File: config.mk
export PLATFORM = sky130hd
export DESIGN_NAME = osdWindow
export DESIGN_NICKNAME = d
export VERILOG_FILES = /design/src/hdl/osdPkg.sv /design/src/hdl/osdWindow.sv
export SDC_FILE = /design/constraint.sdc
export NUM_CORES = 1
export LEC_CHECK = 0
export BUFFER_PORTS_ARGS = -buffer_cell sky130_fd_sc_hd__buf_2
export CAP_MARGIN = 20
export CORE_MARGIN = 2
export CORE_UTILIZATION = 30
export CTS_CLUSTER_SIZE = 8
export DETAILED_ROUTE_END_ITERATION = 8
export PLACE_DENSITY = 0.47
export SYNTH_ARGS = -nofsm -noshare
export SYNTH_HDL_FRONTEND = slang
export SYNTH_SLANG_ARGS = --single-unit
File: constraint.sdc
create_clock -name clk_sys -period 3.1 [get_ports clk_sys]
set_input_delay 0.465 -clock clk_sys [delete_from_list [all_inputs] [get_ports clk_sys]]
set_output_delay 0.465 -clock clk_sys [all_outputs]
set_load 0.02 [all_outputs]
File: src/hdl/osdPkg.sv
// ****************************************
// OSD shared types and constants
// ****************************************

package osdPkg;

	localparam int COLOR_W          = 6;
	localparam int COUNT_W          = 10;
	localparam int BUF_ADDR_W       = 11;
	localparam int OSD_WIDTH        = 256;
	localparam int OSD_HEIGHT       = 128;
	localparam int DOUBLESCAN_LINES = 350;

	// opcode sits in the top five bits of the command byte
	typedef enum logic [4:0] {
		CMD_WRITE  = 5'b00100,
		CMD_ENABLE = 5'b01000
	} osdCmd_e;

	typedef struct packed {
		logic [COLOR_W-1:0] r;
		logic [COLOR_W-1:0] g;
		logic [COLOR_W-1:0] b;
	} rgbPixel_t;

	typedef struct packed {
		rgbPixel_t rgb;
		logic      hSync;
		logic      vSync;
	} videoSig_t;

	typedef struct packed {
		logic                  we;
		logic [BUF_ADDR_W-1:0] addr;
		logic [7:0]            data;
	} bufWrite_t;

	typedef struct packed {
		logic [COUNT_W-1:0] hCnt;
		logic [COUNT_W-1:0] vCnt;
	} beamPos_t;

	typedef struct packed {
		logic [COUNT_W-1:0] width;
		logic [COUNT_W-1:0] height;
		logic               hsPol;
		logic               vsPol;
		logic               doublescan;
	} screenGeom_t;

endpackage

File: src/hdl/osdWindow.sv
// ****************************************
// OSD window placement and fetch
// ****************************************
`timescale 1ns/1ns

module osdWindow #(
	parameter logic [osdPkg::COUNT_W-1:0] osdXOffset = '0,
	parameter logic [osdPkg::COUNT_W-1:0] osdYOffset = '0
) (
	input  logic                          clk_sys,
	input  osdPkg::beamPos_t              beam,
	input  osdPkg::screenGeom_t           geom,
	input  osdPkg::videoSig_t             videoIn,
	output logic [osdPkg::BUF_ADDR_W-1:0] rdAddr,
	input  logic [7:0]                    rdData,
	output logic                          inWindow,
	output logic                          osdPixel
);

	localparam int            CW    = osdPkg::COUNT_W;
	localparam logic [CW-1:0] WIN_W = CW'(osdPkg::OSD_WIDTH);
	localparam logic [CW-1:0] WIN_H = CW'(osdPkg::OSD_HEIGHT);

	logic [CW-1:0] winH;
	logic [CW-1:0] hStart;
	logic [CW-1:0] hEnd;
	logic [CW-1:0] vStart;
	logic [CW-1:0] vEnd;
	logic [CW-1:0] hNext;
	logic [CW-1:0] osdX;
	logic [CW-1:0] osdY;
	logic [CW-1:0] fetchX;
	logic [2:0]    page;
	logic [2:0]    bitSel;
	logic          syncOk;

	// double-scanned frames get twice the lines
	assign winH = geom.doublescan ? (WIN_H << 1) : WIN_H;

	always_ff @(posedge clk_sys) begin
		hStart <= ((geom.width - WIN_W) >> 1) + osdXOffset;
		hEnd   <= hStart + WIN_W;
		vStart <= ((geom.height - winH) >> 1) + osdYOffset;
		vEnd   <= vStart + winH;
	end

	assign hNext = beam.hCnt + 1'b1;
	assign osdX  = beam.hCnt - hStart;
	assign osdY  = beam.vCnt - vStart;

	// address and fetch take two cycles, so read two columns ahead
	assign fetchX = osdX + CW'(2);
	assign page   = geom.doublescan ? osdY[7:5] : osdY[6:4];
	assign bitSel = geom.doublescan ? osdY[4:2] : osdY[3:1];
	assign rdAddr = {page, fetchX[7:0]};

	assign syncOk = (videoIn.hSync != geom.hsPol) && (videoIn.vSync != geom.vsPol);

	always_ff @(posedge clk_sys) begin
		osdPixel <= rdData[bitSel];
		inWindow <= syncOk
			&& (hNext >= hStart) && (hNext < hEnd)
			&& (beam.vCnt >= vStart) && (beam.vCnt < vEnd);
	end

endmodule

## Word level (Yosys, flattened, before mapping)

Cells that the tools add are included.

| operators by class | value |
|---|---|
| $add $sub $neg | 8 |
| multiply operators | 0 |
| divide/modulo/power cells | 0 |
| order comparisons | 5 |
| equality and inequality tests | 2 |
| shifts and indexed selects | 0 |
| muxes and demuxes | 5 |
| bitwise operators | 0 |
| reduce and logical (&&, ||, !) cells | 5 |

Operators by type and width:

| operator | count |
|---|---|
| $ge A10 B9 Y1 | 2 |
| $lt A10 B10 Y1 | 2 |
| $sub A8 B8 Y8 | 2 |
| $add A10 B1 Y10 const B | 1 |
| $add A9 B9 Y10 | 1 |
| $add A9 B9 Y10 const B | 1 |
| $sub A10 B9 Y10 | 1 |
| $sub A10 B9 Y10 const B | 1 |
| $mux W9 | 1 |
| $add A8 B2 Y8 const B | 1 |
| $mux W3 | 2 |
| $logic_and A1 B1 Y1 | 5 |
| $lt A3 B4 Y1 const B | 1 |
| $bmux W1 S3 | 1 |
| $ne A1 B1 Y1 | 2 |
| $mux W1 | 1 |

| storage, ports and cells | value |
|---|---|
| register bits | 40 |
| bits in latches | 0 |
| memory bits (writable) | 0 |
| bits in read-only memories | 0 |
| input bits | 72 |
| output and inout bits | 13 |
| memories | 0 |

## Depth between registers and ports, before layout

Gate-level depths: netlist of run 1.

| depth | value |
|---|---|
| word-level depth | 6 |
| mapped depth | 12 |
| depth with buffers taken out | 12 |

## Worst setup path after synthesis of run 1

Ideal clock, no wire load.

| timing path | value |
|---|---|
| path kind | input to output |
| start point | input port beam[11] (netlist name) |
| end point | output port rdAddr[7] (netlist name) |
| data arrival time | 2.229 ns |
| slack | 0.406 ns |
| stages on the path | 12 |
| path buffers | 0 |
| cell sequence | inv_1 > ha_1 > inv_1 > ha_1 > inv_1 > fa_1 > inv_1 > a21o_1 > a21oi_1 > o21bai_1 > a21oi_1 > xnor2_1 |

| between the ends | value |
|---|---|
| longest elaborated chain between the ends | 2 |

Ends and longest elaborated chain:

| item | RTL line | RTL |
|---|---|---|
| from (decl) | osdWindow.sv:11 | `input osdPkg::beamPos_t beam,` |
| $sub A8 B8 Y8 | osdWindow.sv:48 | `assign osdX = beam.hCnt - hStart;` |
| $add A8 B2 Y8 | osdWindow.sv:52 | `assign fetchX = osdX + CW'(2);` |
| to (decl) | osdWindow.sv:14 | `output logic [osdPkg::BUF_ADDR_W-1:0] rdAddr,` |

No other way between the ends.

## Final worst setup path of run 1

Ends and elaborated chain as after synthesis.

==> summary.txt, run 1 <==
Power and ir drop
  – Int Pwr: 0.001035 W
  – Peak VDD IR: 0.0002551 V
  – Net Sw Frac: 31.68%
  – Pwr Density: 453.1 mW/mm^2
  – Comb pwr share: 34.5%
  – Switching power: 0.0004800 W
  – Total power: 0.001515 W
  – Clock Power Share: 27.7%
  – Leak Pwr: 1.781 nW
  – Sequential power share: 37.9%

GRT
  – First-pass GRT wire length: 8838 um
  – Pin count of the biggest net entering global routing: 15
  – Vias in the first global route: 1990
  – Antenna violations before repair: 0
  – Grt ovf: 0
  – All-layer global routing usage: 11.12%

Synth
  – Number of synthesized flops with an enable pin: 0
  – Post-synth ARST share: 0%
  – Synth Flop Type: dfxtp_1
  – Syn Std Cell Area: 0.002769 sq mm
  – Dominant cells by area after synthesis: dfxtp_1, ha_1, inv_1, xnor2_1, xor2_1
  – Largest area contributor in the netlist: dfxtp_1
  – Post-synth top area share: 28.92%
  – Seq cells post-synth: 40
  – Synth warn: 0
  – Avg Cell Area, Syn: 9.581 sq um
  – Post-synth net total: 417
  – Syn Inst Count: 289
  – Yosys cell types: 52
  – Register area share after synthesis: 28.92%

Setup path
  – Setup crit start: beam[11]
  – CP Max Fanout: 4
  – Worst setup path endpoint: rdAddr[7]
  – R2R cell count: 9
  – Worst Setup End Kind: output pin
  – Req. time, crit path: 2630 ps
  – Reg2reg end: osdPixel
  – Setup CP Type: input pin to output pin
  – Worst R2R Setup Slack: 860 ps
  – Worst R2R Start: vStart[2]
  – Startpoint types: input pin
  – CP arrival: 2440 ps

Clock network
  – Clock root buffer: clkbuf_8
  – CTS tree: done
  – Skew-Pair Late Insertion Delay: 290 ps
  – H-tree depth: 2
  – Hold buffer count at CTS: 0
  – Num CTS Buffers: 5
  – Worst-case clock buffer depth: 2
  – Num Clock Sinks: 40
  – Worst-path clk slew: 90 ps

Finish
  – Share of cells above drive strength 1: 25.07%
  – # fillers: 1001
  – Area growth syn-to-layout: 20.79%
  – # diodes: 0
  – Fin nets: 490

Routing
  – First-pass DRT Iterations: 5
  – Remaining antenna violation count after routing: 0
  – WL final: 5429 um
  – Vias/cell: 4.451
  – Via Count: 2110
  – Initial drt markers: 56
  – Final routed DRC violation total: 0
  – Routed WL per cell: 11.45 um

Timing
  – Worst rel slew slack: 66.17%
  – Clk_skew: 11.71 ps
  – Endpoints failing setup: 0
  – Final Critical Period: 2908 ps
  – Setup tns final: 0 ps
  – Unrepaired setup endpoints after global routing: no
  – Max Clock Freq: 343.9 MHz
  – Final Hold Fails: 0
  – Least-Margin Pin Slew: 502.8 ps
  – Tcrit/Tclk final: 93.81%
  – Slew Viols, Final: 0

Floorplan
  – Rows: 35
  – Die Ht: 100.1 um
  – Io pins: 85
  – Core area: 0.009109 sq mm
  – Die area: 0.01001 sq mm
  – Die width: 100.1 um
  – Initial Util: 30.40%

Place
  – PortBufs: 64
  – RD Place Congestion: 0.7431
  – Hpwl dp: 4692 um

Worst hold path
  – Hold WC Path Type: input pin to flip-flop
  – Hold depth: 1

Run
  – # Max-Cap Violations: 0

Outcome
  – Status: finished, final reports clean
[per-layer routing]
layer  wire [um]  vias up  track usage [%]
met5           0        -                0
met4          17        0            2.529
met2        2410       47            16.79
li1            -     1131                -
met3         273        2            3.064
met1        2728      930            15.85
[synthesized netlist by cell type, types with 3 or more instances]
library cell / instances
inv_1: 58
ha_1: 52
dfxtp_1: 40
xnor2_1: 12
xor2_1: 11
a21oi_1: 9
nor2_1: 8
a21o_1: 7
nand2_1: 6
nand3_1: 6
o21a_1: 6
and3_1: 5
o21ai_0: 5
fa_1: 4
nor4_1: 4
a211o_1: 3
a21boi_0: 3
mux2_2: 3
mux2i_1: 3
nand3b_1: 3
o211ai_1: 3
[worst max-delay path, cell delays in order]
cell and delay, ps:
buf_2 120, inv_1 50, ha_1 260, inv_1 40, ha_1 190, inv_1 70
fa_1 200, inv_1 50, a21o_1 170, a21oi_1 240, o21bai_1 100, a21oi_1 180
xnor2_1 130, buf_2 180
[how the worst min path moves through the flow]
stage          startpoint   endpoint
2_1_floorplan   hStart[2]    hEnd[2]
3_3_place_gp    vStart[4]    vEnd[4]
3_5_place_dp    vStart[3]    vEnd[3]
4_1_cts          geom[16]  hStart[2]
5_1_grt           geom[8]  vStart[4]
6_report          geom[9]  vStart[5]
[power groups by stage]
stage	Clock [W]	Sequential, W	Combinational [W]
2_1_floorplan	0	0.000589	0.000368
3_3_place_gp	0	0.000586	0.000522
3_5_place_dp	0	0.000586	0.000526
4_1_cts	0.000439	0.000575	0.000528
5_1_grt	0.000465	0.000579	0.000592
6_report	0.000420	0.000574	0.000522
[final cells by class]
cell class / instances / area (sq um) / area share [%]
clock buffer: 5 / 68.82 / 2.058
clock inverter: 3 / 42.54 / 1.272
inverter: 58 / 217.7 / 6.510
multi-input combinational: 189 / 1725 / 51.59
sequential: 40 / 800.8 / 23.94
tap: 111 / 138.9 / 4.153
timing repair buffer: 68 / 350.3 / 10.48
[timing repair]
action | 4_1_cts | 5_1_grt
setup endpoints to repair | 0 | 1
gates resized for setup | 0 | 1
buffers inserted | 0 | 2
[layout by cell type, fill, tap and decap left out, drive strengths merged, types with 2 or more instances in the layout]
cell and n:
nor4 5, o21bai 2, and3 5, ha 52
inv 58, xnor2 12, nand2 6, nand3b 3
a21oi 11, mux2 4, xor2 11, o21ai 5
nor2 8, nand2b 2, buf 68, nor3b 2
a21o 8, a21boi 3, o211ai 3, a2111oi 3
clkbuf 5, fa 4, o21a 6, a211oi 2
mux2i 3, nor3 2, a211o 3, dfxtp 40
nor2b 2, a31oi 2, nand4 2, nand3 7
[flip-flops by register name (all words and copies together), names as in the netlist]
name      cells
inWindow      1
hStart        9
hEnd         10
vEnd         10
osdPixel      1
vStart        9
[per-stage QoR]
step	utilization, %	setup WS (ps)	instance area, sq um	cells	hold WS, ps
floorplan	-	405.7	2769	289	330.8
global placement	35.30	131.0	3216	464	336.0
detailed placement	35.30	116.0	3216	464	340.2
CTS	36.52	45.84	3327	472	255.8
global route	36.72	6.483	3344	474	246.7
finish	36.72	192.0	3344	474	268.3
[kinds of logic after synthesis]
family                     Yosys count  synth area share [%]
buffers and inverters               60                 8.857
adders and majority gates           56                 26.39
AOI/OAI and AO/OA                   53                 14.60
and+or+nand+nor                     50                 11.25
DFF                                 40                 28.92
xor gates and xnor gates            23                 7.275
muxes                                7                 2.711
Power figures use the tool's default switching activity.
==> inputs of run 2 (changes only) <==
--- a/config.mk
+++ b/config.mk
@@ -11,7 +11,6 @@
 export CORE_UTILIZATION = 30
 export CTS_CLUSTER_SIZE = 8
 export DETAILED_ROUTE_END_ITERATION = 8
-export PLACE_DENSITY = 0.47
 export SYNTH_ARGS = -nofsm -noshare
 export SYNTH_HDL_FRONTEND = slang
 export SYNTH_SLANG_ARGS = --single-unit
==> run 2 against run 1 <==
Compared with the run above: total power rose by 2.8%; hold slack hardly changed; clock power rose by 10%; non-clock buffer count is 2 lower; maximum frequency down 1.7%; cell area is 0.52% higher; largest power group unchanged.
==> summary.txt, run 2 (synthesis gave the netlist of run 1 again) <==
Timing
  – Endpoints failing setup: 0
  – Max Clock Freq: 338.1 MHz
  – Final Hold Fails: 0
  – Tcrit/Tclk final: 95.42%
  – Worst rel slew slack: 63.49%
  – Clk_skew: 1.987 ps
  – Slew Viols, Final: 0
  – Unrepaired setup endpoints after global routing: no
  – Least-Margin Pin Slew: 543.7 ps
  – Setup tns final: 0 ps
  – Final Critical Period: 2958 ps

Setup path
  – Startpoint types: flip-flop
  – Worst Setup End Kind: output pin
  – Setup CP Type: flip-flop to output pin
  – Req. time, crit path: 2630 ps
  – CP Max Fanout: 5
  – CP arrival: 2490 ps

Power and ir drop
  – Peak VDD IR: 0.0001740 V
  – Pwr Density: 463.4 mW/mm^2
  – Switching power: 0.0004787 W
  – Comb pwr share: 33.5%
  – Int Pwr: 0.001079 W
  – Net Sw Frac: 30.73%
  – Clock Power Share: 29.7%
  – Leak Pwr: 1.784 nW
  – Sequential power share: 36.8%

Finish
  – Most common cell after layout, fill and taps aside: buf_2
  – Regs by FF count: hEnd x10, vEnd x10
  – Post-layout instance area: 0.003362 sq mm
  – Area growth syn-to-layout: 21.42%
  – Commonest non-fill, non-tap cells in the layout: buf_2, inv_1, ha_1, dfxtp_1, xnor2_1
  – Fin nets: 488
  – # diodes: 0
  – Share of cells above drive strength 1: 24.65%

Clock network
  – CTS tree: done
  – Worst-path clk slew: 80 ps
  – Worst-case clock buffer depth: 2
  – Clock root buffer: clkbuf_8
  – Num Clock Sinks: 40
  – Hold buffer count at CTS: 0
  – Num CTS Buffers: 5
  – H-tree depth: 2
  – Skew-Pair Late Insertion Delay: 290 ps

Routing
  – Via Count: 2121
  – Initial drt markers: 54
  – WL final: 5415 um
  – First-pass DRT Iterations: 4
  – Vias/cell: 4.494
  – Routed WL per cell: 11.47 um
  – Remaining antenna violation count after routing: 0
  – Final routed DRC violation total: 0

GRT
  – All-layer global routing usage: 11.06%
  – Pin count of the biggest net entering global routing: 15
  – Antenna violations before repair: 0
  – First-pass GRT wire length: 8825 um
  – Grt ovf: 0
  – Vias in the first global route: 2072

Floorplan
  – Initial Util: 30.40%
  – Die width: 100.1 um
  – Die Ht: 100.1 um
  – Core area: 0.009109 sq mm
  – Die area: 0.01001 sq mm
  – Io pins: 85
  – Rows: 35

Worst hold path
  – Hold WC Path Type: input pin to flip-flop

Place
  – RD Place Congestion: 0.7599
  – Hpwl dp: 4643 um
  – Placed Area: 0.003201 sq mm
  – PortBufs: 64

Run
  – # Max-Cap Violations: 0

Outcome
  – Status: finished, final reports clean
## run 2: cell count changes in the layout (fill, tap and decap cells not counted), sizes merged
cell,change
clkbuf,+2
clkinv,-1
clkinvlp,-1
buf,-2
## run 2: metal layers
metal	vias to the layer above	wire (um)	track usage (%)
li1	1125	-	-
met1	955	2597	13.52
met2	34	2518	18.81
met3	7	214	2.507
met4	0	84	4.531
met5	-	0	0
## run 2: area by class of cell
class	count	area (sq um)
fill	947	5747
multi-input combinational	189	1743
sequential	40	800.8
timing repair buffer	66	335.3
inverter	58	217.7
tap	111	138.9
clock buffer	7	96.34
clock inverter	1	30.03
## run 2: repair_timing
| action | 4_1_cts | 5_1_grt |
|---|---|---|
| resized for setup | 0 | 3 |
| setup buffers | 0 | 2 |
| setup endpoints to repair | 0 | 1 |
## run 2: through the flow
stage | instances | utilization (%) | total power [W] | setup WS, ps | hold slack (ps)
global route | 472 | 36.91 | 0.001665 | 11.20 | 249.1
global placement | 462 | 35.14 | 0.001095 | 157.8 | 338.6
floorplan | 289 | - | 0.0009572 | 405.7 | 330.8
CTS | 470 | 36.52 | 0.001577 | 30.19 | 254.1
finish | 472 | 36.91 | 0.001558 | 142.1 | 268.7
detailed placement | 462 | 35.14 | 0.001104 | 135.1 | 340.5
## run 2: worst max-delay path: stages (launching register included)
cell and delay, ps:
dfxtp_1 330, inv_1 70, ha_4 300, nand3b_1 190, a21oi_4 210, o21ai_0 110
a21oi_1 210, mux2_2 350, a211o_1 250, buf_2 160
## run 2: power by group through the flow
| stage | Sequential (W) | Combinational, W | Clock (W) |
|---|---|---|---|
| finish | 0.000573 | 0.000523 | 0.000463 |
| detailed placement | 0.000586 | 0.000519 | 0 |
| global placement | 0.000585 | 0.000509 | 0 |
| CTS | 0.000574 | 0.000522 | 0.000482 |
| floorplan | 0.000589 | 0.000368 | 0 |
| global route | 0.000578 | 0.000589 | 0.000498 |
## run 2: path summary, 6_finish.rpt
| check | startpoint | endpoint | slack (ps) | cells after the start |
|---|---|---|---|---|
| worst min register to register | vStart[1] | vEnd[1] | 350 | 0 |
| worst min-delay path | geom[16] | hStart[2] | 270 | 1 |
| worst max register to register | vStart[0] | osdPixel | 750 | 8 |
| worst max-delay path | vStart[2] | rdAddr[10] | 140 | 9 |
==> inputs of run 3 (changes only) <==
--- a/config.mk
+++ b/config.mk
@@ -11,6 +11,7 @@
 export CORE_UTILIZATION = 30
 export CTS_CLUSTER_SIZE = 8
 export DETAILED_ROUTE_END_ITERATION = 8
+export GPL_TIMING_DRIVEN = 0
 export SYNTH_ARGS = -nofsm -noshare
 export SYNTH_HDL_FRONTEND = slang
 export SYNTH_SLANG_ARGS = --single-unit
==> constraint.sdc (replaced) <==
create_clock -name clk_sys -period 3.1 [get_ports clk_sys]
set_input_delay 0.465 -clock clk_sys [delete_from_list [all_inputs] [get_ports clk_sys]]
set_output_delay 0.465 -clock clk_sys [all_outputs]
set_load 0.005 [all_outputs]
==> run 3 against run 2 <==
Compared with the run above: critical path depth up 3; hold slack worse by 2.5 ps; final cell count up 0.64%; non-clock buffer count up 3; worst setup slack better by 9.6 ps; largest cell class unchanged; largest power group unchanged.
==> summary.txt, run 3 (synthesis gave the netlist of run 1 again) <==
Clock network
  – H-tree depth: 2
  – CTS tree: done
  – Hold buffer count at CTS: 0
  – Skew-Pair Late Insertion Delay: 290 ps
  – Worst-case clock buffer depth: 2
  – Num CTS Buffers: 5
  – Num Clock Sinks: 40
  – Worst-path clk slew: 80 ps
  – Clock root buffer: clkbuf_8

Finish
  – Regs by FF count: hEnd x10, vEnd x10
  – Most common cell after layout, fill and taps aside: buf_2
  – # diodes: 0
  – Area growth syn-to-layout: 21.51%
  – Commonest non-fill, non-tap cells in the layout: buf_2, inv_1, ha_1, dfxtp_1, xnor2_1
  – Share of cells above drive strength 1: 25.27%
  – Fin nets: 491

Timing
  – Endpoints failing setup: 0
  – Slew Viols, Final: 0
  – Clk_skew: 4.441 ps
  – Unrepaired setup endpoints after global routing: no
  – Worst rel slew slack: 60.18%
  – Max Clock Freq: 339.2 MHz
  – Final Hold Fails: 0
  – Tcrit/Tclk final: 95.11%
  – Least-Margin Pin Slew: 593.0 ps
  – Final Critical Period: 2948 ps
  – Setup tns final: 0 ps
  – Hold slack: 266.1 ps

Setup path
  – R2R cell count: 8
  – Startpoint types: input pin
  – Worst R2R Setup Slack: 650 ps
  – Worst Setup End Kind: output pin
  – Setup CP Type: input pin to output pin
  – CP arrival: 2480 ps
  – Req. time, crit path: 2630 ps
  – CP Max Fanout: 3

Routing
  – Final routed DRC violation total: 0
  – WL final: 5735 um
  – First-pass DRT Iterations: 4
  – Vias/cell: 4.583
  – Initial drt markers: 48
  – Routed WL per cell: 12.07 um
  – Remaining antenna violation count after routing: 0
  – Via Count: 2177

Power and ir drop
  – Int Pwr: 0.001038 W
  – Leak Pwr: 1.789 nW
  – Switching power: 0.0004432 W
  – Comb pwr share: 32.5%
  – Sequential power share: 38.7%
  – Clock Power Share: 28.8%
  – Pwr Density: 440.3 mW/mm^2
  – Peak VDD IR: 0.0001769 V
  – Net Sw Frac: 29.92%

GRT
  – First-pass GRT wire length: 9473 um
  – Vias in the first global route: 2223
  – Antenna violations before repair: 0
  – All-layer global routing usage: 11.74%
  – Grt ovf: 0
  – Pin count of the biggest net entering global routing: 14

Place
  – RD Place Congestion: 0.7690
  – Hpwl dp: 4867 um
  – PortBufs: 64

Floorplan
  – Core area: 0.009109 sq mm
  – Initial Util: 30.40%
  – Die area: 0.01001 sq mm
  – Die width: 100.1 um
  – Rows: 35
  – Io pins: 85
  – Die Ht: 100.1 um

Worst hold path
  – Hold WC Path Type: input pin to flip-flop
  – Hold depth: 1

Outcome
  – Status: finished, final reports clean

Run
  – # Max-Cap Violations: 0
-- run 3: cell types whose count changed in the layout (fill, tap and decap cells not counted), sizes merged --
| cell | before | now |
|---|---|---|
| clkbuf | 7 | 5 |
| buf | 66 | 69 |
| clkinvlp | 0 | 1 |
| clkinv | 0 | 1 |
-- run 3: per-stage QoR --
step	setup slack [ps]	std cells	utilization [%]	area [sq um]	total power [W]
6_report	151.7	475	36.94	3364	0.001481
3_5_place_dp	82.79	464	35.44	3228	0.001066
3_3_place_gp	142.4	464	35.44	3228	0.001051
2_1_floorplan	545.7	289	-	2769	0.0009057
5_1_grt	6.330	475	36.94	3364	0.001591
4_1_cts	83.59	473	36.74	3347	0.001500
-- run 3: cell type report --
class	instances	area, sq um
repair buffers	67	342.8
fillers	970	5744
multi-input cells	189	1725
clock buffers	5	68.82
inverters	58	217.7
flip-flops and latches	40	800.8
plain buffers	2	27.53
well taps	111	138.9
clock inverters	3	42.54
-- run 3: worst max-delay path: stages --
cell     delay, ps
buf_2           90
inv_1           70
ha_1           160
inv_1           50
fa_1           420
nand3_2        100
nand2_1        120
a21o_1         210
a21o_1         200
xor2_1         150
a211o_1        310
buf_2          130
-- run 3: power groups by stage --
stage               clock, W  sequential, W  combinational, W
floorplan                  0       0.000582          0.000323
global placement           0       0.000585          0.000466
detailed placement         0       0.000587          0.000479
CTS                 0.000441       0.000575          0.000484
global route        0.000463       0.000579          0.000549
finish              0.000426       0.000573          0.000482
-- run 3: metal layers --
| metal | GRT usage [%] | wire (um) | vias up |
|---|---|---|---|
| met4 | 4.426 | 94 | 0 |
| met3 | 2.298 | 203 | 8 |
| li1 | - | - | 1134 |
| met2 | 20.27 | 2753 | 39 |
| met1 | 14.49 | 2683 | 996 |
| met5 | 0 | 0 | - |
-- run 3: path summary, 6_finish.rpt --
path,end,start
max,rdAddr[10],beam[0]
min,hStart[1],geom[15]
max reg2reg,osdPixel,vStart[0]
min reg2reg,vEnd[2],vStart[2]
-- run 3: what timing repair did --
action | CTS | global route
setup buffers | 1 | 2
endpoints found under the setup margin | 1 | 1
resized for setup | 0 | 1
pin swaps | 1 | 2
